### src/design/gfxCmdPkg.sv
package gfxCmdPkg;

    ////////////////////////////////////////
    // command memory geometry
    ////////////////////////////////////////

    localparam int MEM_DEPTH         = 128;  // words
    localparam int MEM_AW            = 7;    // word address width
    localparam int WORD_W            = 32;
    localparam int OPERANDS_PER_BEAT = 4;    // wide read port size
    localparam int HOST_WORD_LSB     = 2;    // host port is byte addressed

    ////////////////////////////////////////
    // opcodes
    ////////////////////////////////////////

    localparam logic [7:0] OP_END         = 8'h00;  // short form
    localparam logic [7:0] OP_MATRIX_MODE = 8'h10;  // short form, param picks matrix
    localparam logic [7:0] OP_LOAD_MATRIX = 8'h11;  // long form, 16 words row-major
    localparam logic [7:0] OP_VERTEX      = 8'h03;  // long form, x y z
    localparam logic [7:0] OP_COLOR       = 8'h04;  // long form, r g b

    ////////////////////////////////////////
    // command words
    ////////////////////////////////////////

    // header layout, msb first
    typedef struct packed {
        logic        longForm;  // operands follow
        logic [14:0] reserved;
        logic [7:0]  param;     // operand count or immediate
        logic [7:0]  opcode;
    } cmdHeader_s;

    // a fetched word means a header or an operand
    // depending on where it sits in the list
    typedef union packed {
        cmdHeader_s        header;
        logic [WORD_W-1:0] operand;  // raw ieee single
    } cmdWord_u;

    ////////////////////////////////////////
    // fetch to render state beat
    ////////////////////////////////////////

    typedef struct packed {
        logic [7:0]                       opcode;
        logic [7:0]                       param;
        logic [1:0]                       beatIdx;  // beat number within command
        logic                             last;
        logic [2:0]                       count;    // valid operands, 0..4
        cmdWord_u [OPERANDS_PER_BEAT-1:0] operands; // operands[0] is lowest address
    } cmdBeat_s;

endpackage

### src/design/cmdFetch.sv
`timescale 1ns/100ps

module cmdFetch (
    input  logic                                                  BRAM_clk,
    input  logic                                                  rstN,
    input  logic                                                  start,
    output logic                                                  busy,
    output logic                                                  done,
    output logic [gfxCmdPkg::MEM_AW-1:0]                          headAddr,
    input  gfxCmdPkg::cmdWord_u                                   headWord,
    output logic [gfxCmdPkg::MEM_AW-1:0]                          operandAddr,
    input  gfxCmdPkg::cmdWord_u [gfxCmdPkg::OPERANDS_PER_BEAT-1:0] operandWords,
    output gfxCmdPkg::cmdBeat_s                                   beat,
    output logic                                                  beatValid,
    input  logic                                                  beatReady
);

    typedef enum logic [1:0] {
        stIdle,
        stHeader,
        stOperands,
        stFinish
    } fetchState_e;

    fetchState_e                  state;
    logic [gfxCmdPkg::MEM_AW-1:0] pc;         // program counter, word address
    logic [7:0]                   opcode;     // latched from header
    logic [7:0]                   param;
    logic [7:0]                   remaining;  // operands not yet sent
    logic [1:0]                   beatIdx;

    gfxCmdPkg::cmdHeader_s        head;
    logic                         known;
    logic                         lastBeat;
    logic [2:0]                   count;
    logic [gfxCmdPkg::MEM_AW-1:0] countStep;
    logic [gfxCmdPkg::MEM_AW-1:0] skipLen;
    logic                         beatFire;

    ////////////////////////////////////////
    // header decode
    ////////////////////////////////////////

    assign head  = headWord.header;
    assign known = head.opcode inside {gfxCmdPkg::OP_MATRIX_MODE, gfxCmdPkg::OP_LOAD_MATRIX,
                                       gfxCmdPkg::OP_VERTEX, gfxCmdPkg::OP_COLOR};

    // operands to step over for an unknown opcode
    assign skipLen = head.longForm ? head.param[gfxCmdPkg::MEM_AW-1:0] : '0;

    // both read ports follow the program counter
    assign headAddr    = pc;
    assign operandAddr = pc;

    ////////////////////////////////////////
    // beat build
    ////////////////////////////////////////

    assign lastBeat  = remaining <= gfxCmdPkg::OPERANDS_PER_BEAT;
    assign count     = lastBeat ? remaining[2:0] : 3'(gfxCmdPkg::OPERANDS_PER_BEAT);
    assign countStep = {{(gfxCmdPkg::MEM_AW-3){1'b0}}, count};

    always_comb begin
        beat         = '0;
        beat.opcode  = opcode;
        beat.param   = param;
        beat.beatIdx = beatIdx;
        beat.last    = lastBeat;
        beat.count   = count;
        for (int i = 0; i < gfxCmdPkg::OPERANDS_PER_BEAT; i++) begin
            if (i < count) begin
                beat.operands[i] = operandWords[i];  // slots past count stay zero
            end
        end
    end

    assign beatValid = (state == stOperands);
    assign beatFire  = beatValid && beatReady;
    assign busy      = (state == stHeader) || (state == stOperands);
    assign done      = (state == stFinish);

    ////////////////////////////////////////
    // sequencer
    ////////////////////////////////////////

    always_ff @(posedge BRAM_clk) begin
        if (!rstN) begin
            state     <= stIdle;
            pc        <= '0;
            remaining <= '0;
            beatIdx   <= '0;
        end else begin
            case (state)
                stIdle: begin
                    if (start) begin
                        state <= stHeader;
                        pc    <= '0;  // every list starts at word 0
                    end
                end
                stHeader: begin
                    if (head.opcode == gfxCmdPkg::OP_END) begin
                        state <= stFinish;
                    end else if (!known) begin
                        pc <= pc + skipLen + 1'b1;  // no beats for this one
                    end else begin
                        opcode    <= head.opcode;
                        param     <= head.param;
                        beatIdx   <= '0;
                        remaining <= head.longForm ? head.param : 8'd0;
                        pc        <= pc + 1'b1;
                        state     <= stOperands;
                    end
                end
                stOperands: begin
                    if (beatFire) begin  // held while render state stalls
                        pc        <= pc + countStep;
                        remaining <= remaining - {5'b0, count};
                        beatIdx   <= beatIdx + 1'b1;
                        if (lastBeat) begin
                            state <= stHeader;
                        end
                    end
                end
                default: begin
                    state <= stIdle;  // finish lasts one cycle
                end
            endcase
        end
    end

endmodule

### config.mk
export PLATFORM = sky130hd
export DESIGN_NAME = cmdFetch
export DESIGN_NICKNAME = d
export VERILOG_FILES = /design/src/design/gfxCmdPkg.sv /design/src/design/cmdFetch.sv
export SDC_FILE = /design/constraint.sdc
export NUM_CORES = 1
export LEC_CHECK = 0
export ABC_AREA = 1
export BUFFER_PORTS_ARGS = -buffer_cell sky130_fd_sc_hd__buf_2
export CORE_AREA = 5 5 125 127
export CTS_BUF_LIST = sky130_fd_sc_hd__clkbuf_8 sky130_fd_sc_hd__clkbuf_16
export DETAILED_ROUTE_END_ITERATION = 10
export DIE_AREA = 0 0 130 132
export REMOVE_ABC_BUFFERS = 1
export SKIP_LAST_GASP = 1
export SYNTH_ARGS = -nofsm -noshare
export SYNTH_HDL_FRONTEND = slang
export SYNTH_SLANG_ARGS = --single-unit
### constraint.sdc
create_clock -name BRAM_clk -period 3.81 [get_ports BRAM_clk]
set_input_delay 0.762 -clock BRAM_clk [delete_from_list [all_inputs] [get_ports BRAM_clk]]
set_output_delay 0.762 -clock BRAM_clk [all_outputs]
set_load 0.005 [all_outputs]
## Word-level counts from Yosys, hierarchy flattened

Cells that the tools add are included.
W data, S select, Z words.

| word-level totals | value |
|---|---|
| word-level logic and storage cells | 68 |
| bits of input ports | 164 |
| output and inout bits | 167 |
| register bits after elaboration | 35 |

| operators by class | value |
|---|---|
| order comparisons | 5 |
| equal/unequal tests | 13 |
| bitwise gates (word level) | 1 |
| muxes and demuxes | 26 |
| add/subtract/negate cells | 6 |
| reductions and logical operators | 11 |

Operators with widths:

| kind | number |
|---|---|
| $mux W32 | 4 |
| $mux W7 | 5 |
| $mux W8 | 4 |
| $pmux W7 S3 | 1 |
| $eq A8 B5 Y1 const B | 2 |
| $mux W2 | 8 |
| $pmux W8 S2 | 1 |
| $reduce_and A4 Y1 | 4 |
| $add A7 B1 Y7 const B | 2 |
| $eq A8 B2 Y1 const B | 1 |
| $eq A8 B3 Y1 const B | 1 |
| $le A8 B3 Y1 const B | 1 |
| $logic_not A8 Y1 | 1 |
| $sub A8 B3 Y8 | 1 |
| $add A7 B3 Y7 | 1 |
| $add A7 B7 Y7 | 1 |
| $lt A1 B3 Y1 const A | 2 |
| $lt A2 B3 Y1 const A | 2 |
| $ne A2 B2 Y1 const B | 3 |
| $pmux W2 S3 | 1 |
| $eq A2 B2 Y1 const B | 2 |
| $ne A2 B1 Y1 const B | 2 |
| $pmux W2 S2 | 1 |
| $reduce_bool A4 Y1 | 1 |
| other kinds (10) | 10 |

## Depth between registers and ports, before layout

| depth | value |
|---|---|
| depth after elaboration | 6 |
| depth in mapped cells | 15 |
| depth with buffers taken out | 15 |

## Worst setup path before layout

OpenSTA, ideal clock, no wires.

| timing | value |
|---|---|
| kind | input -> register |
| from | input port headWord[7] in the netlist's numbering |
| to | register opcode[0], enable pin |
| cell stages on the path | 7 |
| buffers on the path | 0 |
| library setup time | 409 ps |
| arrival | 2458 ps |
| path slack | 943 ps |
| cells stage by stage | nor2_1 -> nand2_1 -> nor2_1 -> nand2_1 -> nand2_1 -> inv_1 -> nor3_1 |

| on the way | value |
|---|---|
| word-level cells in the longest chain between the ends | 3 |
| elaborated cells between the ends (all ways) | 8 |

Ends and longest elaborated chain:

| element | line | text |
|---|---|---|
| start, declared | cmdFetch.sv:10 | `input gfxCmdPkg::cmdWord_u headWord,` |
| $eq A8 B5 Y1, or another cell as far along | cmdFetch.sv:45 | `assign known = head.opcode inside {gfxCmdPkg::OP_MATRIX_MODE, gfxCmdPkg::OP_LOAD_MATRIX,` |
| $reduce_bool A4 Y1 or $not A1 Y1 (tied branches) | -- |  |
| $reduce_and A4 Y1 (no line) * | -- |  |
| end signal, assigned | cmdFetch.sv:106 | `opcode <= head.opcode;` |
| end, declared | cmdFetch.sv:27 | `logic [7:0] opcode;` |

Every way passes the cells marked *; elsewhere a longest branch is shown, timed or not.
A chain may end at the register's enable or synchronous reset.

==> impl_metrics.py <==
metrics = {
    "outcome": {
        "status": "finished, final reports clean",
    },
    "routing": {
        "drtAntennaViolNets": 0,
        "vias": 4598,
        "drc": 0,
        "wl_um": 17000,
        "via_per_inst": 4.18,
        "wl_per_cell_um": 15.4,
        "dr.pass1.iters": 5,
        "drtIter0Drc": 193,
    },
    "sta": {
        "setup_viol_count_final": 0,
        "skew_ns": 0.00632,
        "hold-worst-slack_ns": 0.504,
        "drv_slew": 0,
        "tightest_slew_ns": 0.820,
        "fin_crit_sh_pct": 73.9,
        "rsz0062_at_grt": "no",
        "slew_headroom_pct": 45.3,
        "hold_viol_final": 0,
        "post-route-min-period_ns": 2.81,
        "fmax_mhz": 355,
        "setup_tns_ns": 0,
    },
    "synth": {
        "synth_cells": 617,
        "yosysSeqAreaShare_pct": 24.5,
        "syn_avg_cell_area_um2": 5.70,
        "synth.area.top_cells": "inv_1 (18%), edfxtp_1 (14%), nor2_1 (13%)",
        "async_flop_share_pct": 0,
        "syn_area_mm2": 0.00352,
        "yosysMostFrequentCell": "inv_1",
        "synth_top_flop_cell": "dfxtp_1",
        "synth_top_cell_area_share_pct": 18.5,
        "yosysTopAreaCell": "inv_1",
        "synth-edff-count": 16,
        "ys_seq_elements": 35,
        "synth_cell_types": 35,
        "yosysWarnings": 0,
        "synthTopCellsByCount": "inv_1 (173), nor2_1 (121), nand2_1 (117)",
    },
    "worst_setup_path": {
        "crit_start": "remaining[7]",
        "rr_startpoint": "remaining[3]",
        "critical_path_required_ns": 3.05,
        "end_kind": "output pin",
        "ff2ff_path_depth": 15,
        "crit_fanout": 36,
        "cp-start-kind": "flop",
        "cp-endpoint": "beat[90]",
        "worstPathArrival_ns": 2.05,
        "r2r_slack_ns": 1.31,
        "r2r-end": "headAddr[6]",
        "crit_type": "flop to output pin",
    },
    "flow_run": {
        "max_cap_violations": 0,
    },
    "die": {
        "coreArea_mm2": 0.0143,
        "die_area_mm2": 0.0172,
        "die_w_um": 130,
        "io_pins": 331,
        "num_rows": 44,
        "initial_utilization_pct": 24.6,
        "die_h_um": 132,
    },
    "grt": {
        "grt_first_pass_wirelength_um": 23700,
        "antenna_found_initial": 3,
        "grt_start_max_net_pins": 37,
        "grt_pass1_vias": 4105,
        "grt-ovfl-total": 0,
        "grt_usage_pct": 17.9,
    },
    "finish": {
        "fill_cells": 1656,
        "design_area_mm2": 0.00538,
        "final_nets": 1096,
        "drive_above_1_share_pct": 38.0,
        "area_delta_synth_final_pct": 52.9,
    },
    "clock_network": {
        "cts_buffers": 5,
        "cts.sinks": 35,
        "postCtsSetupBuffers": 0,
        "clk_pin_slew_ns": 0.06,
        "cts_buffer_depth": 2,
        "cts_tree": "built",
        "h-tree-depth": 2,
        "worstSkewPairLatency_ns": 0.28,
        "hold_buffers": 0,
        "cts.repair.resized": 0,
        "cts-root-buf": "clkbuf_16",
    },
    "placement": {
        "hpwlAfterDp_um": 14900,
        "place.gp.congestion": 0.937,
        "placed_cell_area_mm2": 0.00520,
        "portBuffers": 315,
    },
    "pwr": {
        "swShare_pct": 50.4,
        "peakVddDrop_mv": 0.332,
        "clockPowerShare_pct": 14.5,
        "pwr-share-comb_pct": 70.7,
        "p_leak_uw": 0.00361,
        "sequentialPowerShare_pct": 14.8,
        "p_sw_uw": 1670,
        "power_density_mw_per_mm2": 617,
        "power.internal_uw": 1650,
    },
    "min_path": {
        "hp-start": "remaining[7]",
        "hp-class": "flop to flop",
    },
}
## routing by layer
layer	vias up	track usage, %	wire, um
met5	-	0	12
met4	2	3.70	243
met3	17	4.82	1620
met2	189	30.5	8180
met1	1996	22.7	6930
li1	2394	-	-
## worst min-delay path by stage
stage | end | depth (start not counted) | slack (ns)
after detailed placement | beatIdx[1] | 2 | 0.49
final | remaining[7] | 2 | 0.50
after global routing | remaining[3] | 2 | 0.52
after CTS | beatIdx[1] | 2 | 0.50
after global placement | beatIdx[1] | 2 | 0.48
after floorplan | remaining[7] | 2 | 0.47
## layout make-up
type                       count  area [um2]  area share, %
sequential                    35         861           16.0
clock inverter                 3        47.5          0.885
tap                          184         230           4.28
inverter                     176         663           12.3
timing repair buffer         320        1610           30.0
antenna                        1        2.50         0.0466
multi-input combinational    376        1830           34.1
clock buffer                   5         125           2.33
## power by group through the flow
| stage | logic, uW | clock network [uW] | registers (uW) |
|---|---|---|---|
| detailed placement | 2370 | 0 | 497 |
| global route | 2630 | 509 | 497 |
| finish | 2350 | 480 | 490 |
| CTS | 2370 | 488 | 489 |
| global placement | 2370 | 0 | 496 |
| floorplan | 1200 | 0 | 483 |
## registers in the layout (all words and copies together) (netlist names)
signal	flops
opcode	8
headAddr	7
param	8
beatIdx	2
remaining	8
state	2
## cell families after synthesis
family | synth area share (%)
fa+ha+maj | 6.83
buf+inv | 23.8
xor+xnor | 0.997
flops | 24.5
compound gates | 8.15
simple gates | 35.6
other cells | 0.107
## per-stage QoR
step                      total power [uW]  util, %  std cells  setup slack [ns]
after floorplan                       1680        -        587             0.683
after global placement                2860     36.3       1091              1.29
after detailed placement              2860     36.3       1091              1.31
after CTS                             3350     37.5       1099             0.987
after global routing                  3640     37.6       1100             0.804
final                                 3320     37.6       1100             0.996
## cell usage in the layout (no fill, tap or decap), types with 7 or more instances in the layout
| master | count |
|---|---|
| nand4_1 | 7 |
| nor2_1 | 120 |
| buf_2 | 315 |
| edfxtp_1 | 16 |
| o21ai_0 | 22 |
| nand3_1 | 35 |
| a21oi_1 | 29 |
| ha_1 | 16 |
| inv_1 | 173 |
| nand2_1 | 117 |
| dfxtp_1 | 19 |
## critical path, stage by stage, from the launching register on
cell,delay [ns]
dfxtp_1,0.33
nor4_2,0.29
nand3_2,0.14
buf_4,0.27
a21oi_2,0.14
buf_4,0.31
nor2_1,0.12
buf_2,0.14
Power figures use the tool's default switching activity.
