`src/design/gfxCmdPkg.sv`:
```
package gfxCmdPkg;

    ////////////////////////////////////////
    // command memory geometry
    ////////////////////////////////////////

    localparam int MEM_DEPTH         = 128;  // words
    localparam int MEM_AW            = 7;    // word address width
    localparam int WORD_W            = 32;
    localparam int OPERANDS_PER_BEAT = 4;    // wide read port size
    localparam int HOST_WORD_LSB     = 2;    // host port is byte addressed

    ////////////////////////////////////////
    // opcodes
    ////////////////////////////////////////

    localparam logic [7:0] OP_END         = 8'h00;  // short form
    localparam logic [7:0] OP_MATRIX_MODE = 8'h10;  // short form, param picks matrix
    localparam logic [7:0] OP_LOAD_MATRIX = 8'h11;  // long form, 16 words row-major
    localparam logic [7:0] OP_VERTEX      = 8'h03;  // long form, x y z
    localparam logic [7:0] OP_COLOR       = 8'h04;  // long form, r g b

    ////////////////////////////////////////
    // command words
    ////////////////////////////////////////

    // header layout, msb first
    typedef struct packed {
        logic        longForm;  // operands follow
        logic [14:0] reserved;
        logic [7:0]  param;     // operand count or immediate
        logic [7:0]  opcode;
    } cmdHeader_s;

    // a fetched word means a header or an operand
    // depending on where it sits in the list
    typedef union packed {
        cmdHeader_s        header;
        logic [WORD_W-1:0] operand;  // raw ieee single
    } cmdWord_u;

    ////////////////////////////////////////
    // fetch to render state beat
    ////////////////////////////////////////

    typedef struct packed {
        logic [7:0]                       opcode;
        logic [7:0]                       param;
        logic [1:0]                       beatIdx;  // beat number within command
        logic                             last;
        logic [2:0]                       count;    // valid operands, 0..4
        cmdWord_u [OPERANDS_PER_BEAT-1:0] operands; // operands[0] is lowest address
    } cmdBeat_s;

endpackage

```
`src/design/gfxGeomPkg.sv`:
```
package gfxGeomPkg;

    ////////////////////////////////////////
    // geometry sizes
    ////////////////////////////////////////

    localparam int COMP_W  = 32;  // one ieee single
    localparam int MAT_DIM = 4;

    ////////////////////////////////////////
    // render types
    ////////////////////////////////////////

    typedef struct packed {
        logic [COMP_W-1:0] r;
        logic [COMP_W-1:0] g;
        logic [COMP_W-1:0] b;
    } color_s;

    // one emitted vertex, tagged with the colour in force
    typedef struct packed {
        logic [COMP_W-1:0] x;
        logic [COMP_W-1:0] y;
        logic [COMP_W-1:0] z;
        color_s            color;
    } vertex_s;

    typedef enum logic {
        MODELVIEW  = 1'b0,
        PROJECTION = 1'b1
    } matrixMode_e;

    // elem[row][col], row-major as loaded from the list
    typedef struct packed {
        logic [MAT_DIM-1:0][MAT_DIM-1:0][COMP_W-1:0] elem;
    } matrix_s;

endpackage

```
`src/design/renderState.sv`:
```
`timescale 1ns/100ps

module renderState (
    input  logic                    BRAM_clk,
    input  logic                    rstN,
    input  gfxCmdPkg::cmdBeat_s     beat,
    input  logic                    beatValid,
    output logic                    beatReady,
    output gfxGeomPkg::vertex_s     vertexOut,
    output logic                    vertexValid,
    input  logic                    vertexReady,
    output gfxGeomPkg::matrixMode_e matrixMode,
    output gfxGeomPkg::matrix_s     modelviewMatrix,
    output gfxGeomPkg::matrix_s     projectionMatrix
);

    gfxGeomPkg::color_s curColor;
    logic               vertexStall;
    logic               beatFire;
    logic               vertexCapture;
    logic               vertexLoad;

    ////////////////////////////////////////
    // beat handshake
    ////////////////////////////////////////

    assign vertexStall = vertexValid && !vertexReady;
    assign beatReady   = !vertexStall;  // stall only while a vertex waits
    assign beatFire    = beatValid && beatReady;

    assign vertexCapture = beatFire && (beat.opcode == gfxCmdPkg::OP_VERTEX)
                           && (beat.beatIdx == 2'd0);
    assign vertexLoad    = beatFire && (beat.opcode == gfxCmdPkg::OP_VERTEX) && beat.last;

    ////////////////////////////////////////
    // vertex output register
    ////////////////////////////////////////

    always_ff @(posedge BRAM_clk) begin
        if (vertexCapture) begin
            vertexOut.x     <= beat.operands[0].operand;
            vertexOut.y     <= beat.operands[1].operand;
            vertexOut.z     <= beat.operands[2].operand;
            vertexOut.color <= curColor;  // colour in force at this vertex
        end
    end

    ////////////////////////////////////////
    // render state registers
    ////////////////////////////////////////

    always_ff @(posedge BRAM_clk) begin
        if (!rstN) begin
            vertexValid      <= 1'b0;
            curColor         <= '0;
            matrixMode       <= gfxGeomPkg::MODELVIEW;
            modelviewMatrix  <= '0;
            projectionMatrix <= '0;
        end else begin
            // a new vertex may replace one leaving this cycle
            if (vertexLoad) begin
                vertexValid <= 1'b1;
            end else if (vertexReady) begin
                vertexValid <= 1'b0;
            end

            if (beatFire) begin
                case (beat.opcode)
                    gfxCmdPkg::OP_COLOR: begin
                        if (beat.beatIdx == 2'd0) begin
                            curColor.r <= beat.operands[0].operand;
                            curColor.g <= beat.operands[1].operand;
                            curColor.b <= beat.operands[2].operand;
                        end
                    end
                    gfxCmdPkg::OP_MATRIX_MODE: begin
                        matrixMode <= gfxGeomPkg::matrixMode_e'(beat.param[0]);
                    end
                    gfxCmdPkg::OP_LOAD_MATRIX: begin
                        // one row per beat
                        for (int c = 0; c < gfxGeomPkg::MAT_DIM; c++) begin
                            if (c < beat.count) begin
                                if (matrixMode == gfxGeomPkg::PROJECTION) begin
                                    projectionMatrix.elem[beat.beatIdx][c] <=
                                        beat.operands[c].operand;
                                end else begin
                                    modelviewMatrix.elem[beat.beatIdx][c] <=
                                        beat.operands[c].operand;
                                end
                            end
                        end
                    end
                    default: begin
                        // vertex beats go to the output register
                    end
                endcase
            end
        end
    end

endmodule

```
`config.mk`:
```
export PLATFORM = sky130hd
export DESIGN_NAME = renderState
export DESIGN_NICKNAME = d
export VERILOG_FILES = /design/src/design/gfxCmdPkg.sv /design/src/design/gfxGeomPkg.sv /design/src/design/renderState.sv
export SDC_FILE = /design/constraint.sdc
export NUM_CORES = 2
export LEC_CHECK = 0
export BUFFER_PORTS_ARGS = -buffer_cell sky130_fd_sc_hd__buf_2
export CAP_MARGIN = 20
export CORE_AREA = 4 4 536 538
export DETAILED_ROUTE_END_ITERATION = 6
export DIE_AREA = 0 0 540 542
export SETUP_SLACK_MARGIN = 0.5
export SLEW_MARGIN = 20
export SYNTH_ARGS = -nofsm -noshare
export SYNTH_HDL_FRONTEND = slang
export SYNTH_SLANG_ARGS = --single-unit
```
`constraint.sdc`:
```
create_clock -name BRAM_clk -period 9 [get_ports BRAM_clk]
set_clock_uncertainty 0.1 [all_clocks]
set_input_delay 0.9 -clock BRAM_clk [delete_from_list [all_inputs] [get_ports BRAM_clk]]
set_output_delay 0.9 -clock BRAM_clk [all_outputs]
set_load 0.03 [all_outputs]
```
# Word-level counts from Yosys, hierarchy flattened

Cells that the tools add are included.

Bits in registers: 1,314
Latch bits: 0
Memory bits (writable): 0
Bits in read-only memories: 0
Bits of input ports: 154
Output and inout port bits: 1,219
Logic and storage cells: 118
Memories kept: 0

Add/subtract/negate cells: 0
$mul: 0
Divide/modulo/power cells: 0
Order comparisons: 6
Equal/unequal tests: 4
Shift-type cells: 0
Muxes and demuxes: 52
Bitwise gates (word level): 0
Reductions and logical operators: 13

Operators with widths:

| kind                                                                                | count |
|---|---|
| 512-bit 2-to-1 mux                                                                  | 34 |
| 512-bit bitwise mux                                                                 | 8 |
| 128-bit demux with 2-bit select                                                     | 4 |
| 128-bit 2-to-1 mux                                                                  | 1 |
| 96-bit 2-to-1 mux                                                                   | 1 |
| 64-bit 2-to-1 mux                                                                   | 1 |
| 32-bit 2-to-1 mux                                                                   | 1 |
| 8-bit by 5-bit == test with 1-bit output, second input constant                     | 2 |
| 8-bit by 2-bit == test with 1-bit output, second input constant                     | 1 |
| 8-bit by 3-bit == test with 1-bit output, second input constant                     | 1 |
| 1-bit logical AND                                                                   | 6 |
| 1-bit by 3-bit < comparator with 1-bit output, first input constant                 | 2 |
| 2-bit by 3-bit < comparator with 1-bit output, first input constant                 | 2 |
| 2-bit AND reduction                                                                 | 2 |
| 2-bit by 3-bit < comparator with 1-bit output, second input constant                | 1 |
| 3-bit AND reduction                                                                 | 1 |
| 2-bit by 1-bit greater-or-equal comparator with 1-bit output, second input constant | 1 |
| 1-bit logical NOT                                                                   | 2 |
| 2-bit logical NOT                                                                   | 1 |
| 1-bit 2-to-1 mux                                                                    | 2 |
| 2-bit nonzero test                                                                  | 1 |

# Longest topological paths before layout

Word-level depth: 25
Gate-level depth with buffers: 8
Mapped depth without buffers: 5

# Least setup slack after synthesis

Ideal clock, no wire load.

Path kind: input port to flip-flop
From: input port beat[147] (netlist bit)
To: register vertexOut[0] (netlist bit), enable pin
Setup time: 0.577 ns
Arrival time: 6.852 ns
Path slack: 1.471 ns
Cell stages on the path: 7
Buffers on the path: 4
Cell sequence: or4b_1 -> buf_6 -> nor4_2 -> buf_2 -> buf_2 -> buf_2 -> and2_1

Word-level cells in the longest chain between the ends: 3

Ends and longest elaborated chain:

| item                                     | RTL line          | text |
|---|---|---|
| start: declaration                       | renderState.sv:6  | `input gfxCmdPkg::cmdBeat_s beat,` |
| 8-bit by 2-bit == test with 1-bit output | renderState.sv:31 | `assign vertexCapture = beatFire && (beat.opcode == gfxCmdPkg::OP_VERTEX)` |
| 1-bit logical AND                        | renderState.sv:31 |  |
| 1-bit logical AND                        | renderState.sv:32 | `&& (beat.beatIdx == 2'd0);` |
| via vertexCapture                        | renderState.sv:20 | `logic vertexCapture;` |
| end: declaration                         | renderState.sv:9  | `output gfxGeomPkg::vertex_s vertexOut,` |

The timed path passes the listed nets, and every way through them passes these cells.
A chain may end at the register's enable or synchronous reset.

# Final worst setup path

From: input port beat[147] (netlist bit)
To: register projectionMatrix[36] (netlist bit)

Word-level cells in the longest chain between the ends: 2

Ends and longest elaborated chain:

| item                                     | RTL line          | text |
|---|---|---|
| 8-bit by 5-bit == test with 1-bit output | renderState.sv:68 | `case (beat.opcode)` |
| 2-bit AND reduction (no line)            | n/a               |  |
| end: declaration                         | renderState.sv:14 | `output gfxGeomPkg::matrix_s projectionMatrix` |

No other way between the ends.

==> reports/metrics.csv <==
metric;value;unit
outcome;completed;
die area;0.293;sq mm
Clk Latency, worst-skew pair;0.80;ns
multi-input combinational cell area;0.0169;sq mm
Pwr per Cell Area;199;mW/mm^2
Seq pwr share;48.2;%
CTS Buf Count;150;
Layout Cells excl Fill;9295;
Worst Setup EP;projectionMatrix[36]$_SDFFE_PN0P_;
worst endpoint required time;9.59;ns
Post-Syn Nets;4291;
Tightest Pin Transition;1.18;ns
Post-CTS Resized;0;
CP max FO;58;
clock network power share;48.7;%
Wirelength per Cell;22.9;um
first-pass GRT wire length;290;mm
CP max stage cell;or4b_1;
CP top delay family;buffers and inverters;
Max transition margin;21.2;%
worst setup path category;in -> reg;
Crit Reg-Reg Endpoint;projectionMatrix[36]$_SDFFE_PN0P_;
GP Congestion;0.863;
Detailed Route WL;213;mm
CP most frequent cell;buf_4;
Nets;5565;
# IOs;1373;
Power Total;12.3;mW
Synth top area share;48.2;%
Overall Global Routing Usage;13.8;%
count leader, synth;nand2_1;
fill count;30400;
Period minus WS final;3.66;ns
f_max;273;MHz
CP cell instances;buf_2 > or4b_1 > nor4_4 > buf_4 > and3_4 > buf_4 > mux2i_1;
Worst Path Buf+Inv;3;
CP peak stage delay;0.74;ns
met1 usage in global routing;16.4;%
register area;0.0282;sq mm
endpoint class of the critical path;flop;
post-route setup slack;5.34;ns
total placed cells including tap cells;9002;
Mapped Cells;4137;
number of flops mapped to enable cells by yosys;192;
Leak;29.1;nW
WP depth;7;
r2r setup slk;5.66;ns
Setup crit start;beat[147];
Yosys reg bits;1314;
Site Rows;195;
NetSw;2.90;mW
Peak VDD IR;0.000131;V
number of nets still failing antenna checks after routing;0;
input/output buffers;1365;
Synth-to-Final Area Change;32.9;%
unique cell type count in the Yosys netlist;35;
1st-iter DRT viols;2277;
via count of the first global-routing pass;36300;
Pre-antenna DRT Iters;7;
root buffer cell;clkbuf_16;
asr flop ratio synth;0;%
HP Class;in -> reg;
total number of vias;36300;
r2r worst-path depth;6;
Fin Setup TNS;0;ns
grt met3 use;4.86;%
final setup fails;0;
unrepaired setup endpoints after global routing;false;
Place WS;4.45;ns
Longest Clk Path Bufs;4;
Die H;542;um
clk sinks;1314;
CTS tree;yes;
initial core utilization;16.5;%
DP HPWL;157;mm
final hold vios;0;
count of final max-slew check failures;0;
Internal;9.42;mW
initial antenna violation count;42;
Synth Flop Type;dfxtp_1;
most frequent cells after synthesis;nand2_1 (1153), dfxtp_1 (1122), mux2i_1 (1025);
met2 GRT Util;23.1;%
Sw Ratio;23.6;%
Yosys top cell by area;dfxtp_1;
Via density;3.91;
yosys warns;0;
grt peak-use layer;met2;
Worst-path clk slew;0.07;ns
largest net degree at the start of global routing;206;
# Post-CTS Setup Buffers;0;
RR Startpoint;vertexValid$_SDFFE_PN0P_;
Max Cap Viol;0;
Die X;540;um
core area;0.282;sq mm
fin crit share;40.7;%
startpoint type of the worst setup path;input pin;
Avg Inst Size Synth;11.3;sq um
Comb pwr share;3.1;%
Area contributors post-synth;dfxtp_1 (48%), mux2i_1 (22%), edfxtp_1 (12%);
Post-route DRC;0;
CTS H-tree lvls;4;
sequential-to-total area share from yosys stat;60.5;%
hold_buf cts;0;
share of layout cells above drive strength 1;30.4;%
synthesized area;0.0466;sq mm
worst path arrival time;4.25;ns
grt total ovfl;0;
-- cells by family after synthesis --
| kind of cell | Yosys count | share of synthesized area [%] |
|---|---|---|
| AO/OA/AOI/OAI | 194 | 2.61 |
| multiplexers | 1025 | 22.0 |
| AND/OR/NAND/NOR | 1303 | 11.4 |
| flip-flops | 1314 | 60.5 |
| buffers and inverters | 301 | 3.48 |
-- cell usage in the layout (no fill, tap or decap), types with 9 or more instances in the layout --
| master | synthesis | final |
|---|---|---|
| buf_2 | 67 | 1364 |
| nand2_1 | 1153 | 1152 |
| dfxtp_1 | 1122 | 1122 |
| mux2i_1 | 1025 | 1025 |
| edfxtp_1 | 192 | 192 |
| clkbuf_16 | 0 | 151 |
| nand3_1 | 104 | 97 |
| o21ai_0 | 96 | 96 |
| a21boi_0 | 84 | 84 |
| buf_4 | 11 | 53 |
| clkbuf_1 | 183 | 46 |
| diode_2 | 0 | 27 |
| clkinv_2 | 0 | 21 |
| clkbuf_8 | 0 | 17 |
| nand3_4 | 6 | 15 |
| a21boi_1 | 13 | 13 |
| and3_2 | 0 | 10 |
| inv_6 | 0 | 9 |
-- registers in the layout (all words and copies together), names as in the netlist --
register / count
curColor: 96
matrixMode: 1
modelviewMatrix: 512
projectionMatrix: 512
vertexOut: 192
vertexValid: 1
-- how the worst min path moves through the flow --
stage,from,endpoint,slack (ns),depth (start not counted)
finish,beat[90],vertexOut[122]$_DFFE_PP_,0.20,1
global placement,curColor[17]$_SDFFE_PN0P_,vertexOut[17]$_DFFE_PP_,0.31,0
CTS,beat[90],vertexOut[122]$_DFFE_PP_,0.08,1
detailed placement,curColor[73]$_SDFFE_PN0P_,vertexOut[73]$_DFFE_PP_,0.31,0
global route,beat[90],vertexOut[122]$_DFFE_PP_,0.12,1
floorplan,curColor[0]$_SDFFE_PN0P_,vertexOut[0]$_DFFE_PP_,0.30,0
-- metrics by stage --
stage          util, %  cell area [sq um]  hold WS, ns
2_1_floorplan        -              46600        0.302
3_3_place_gp      20.3              57200        0.306
3_5_place_dp      20.3              57200        0.309
4_1_cts           21.9              61900       0.0818
5_1_grt           22.0              61900        0.116
6_report          22.0              62000        0.197
-- area by class of cell --
| class | instances | area share [%] |
|---|---|---|
| Multi-Input combinational cell | 2522 | 27.3 |
| Sequential cell | 1314 | 45.6 |
| Clock buffer | 214 | 6.75 |
| Inverter | 2 | 0.0121 |
| Antenna cell | 27 | 0.109 |
| Tap cell | 3743 | 7.56 |
| Timing Repair Buffer | 1421 | 11.8 |
| Clock inverter | 52 | 0.886 |
-- layer usage --
layer  vias up  wire, um  share of wire (%)
li1      16600         -                  -
met3       312     19900                9.4
met1     17800     86200                 41
met5         -        36              0.017
met2      1652     99500                 47
met4         4      7230                3.4
-- power by group through the flow --
stage               combinational, mW  clock [mW]  sequential [mW]
floorplan                       0.150           0             6.07
global placement                0.384           0             6.07
detailed placement              0.389           0             6.07
CTS                             0.390        6.20             5.94
global route                    0.401        6.42             5.94
finish                          0.379        6.00             5.94
Power figures use the tool's default switching activity.
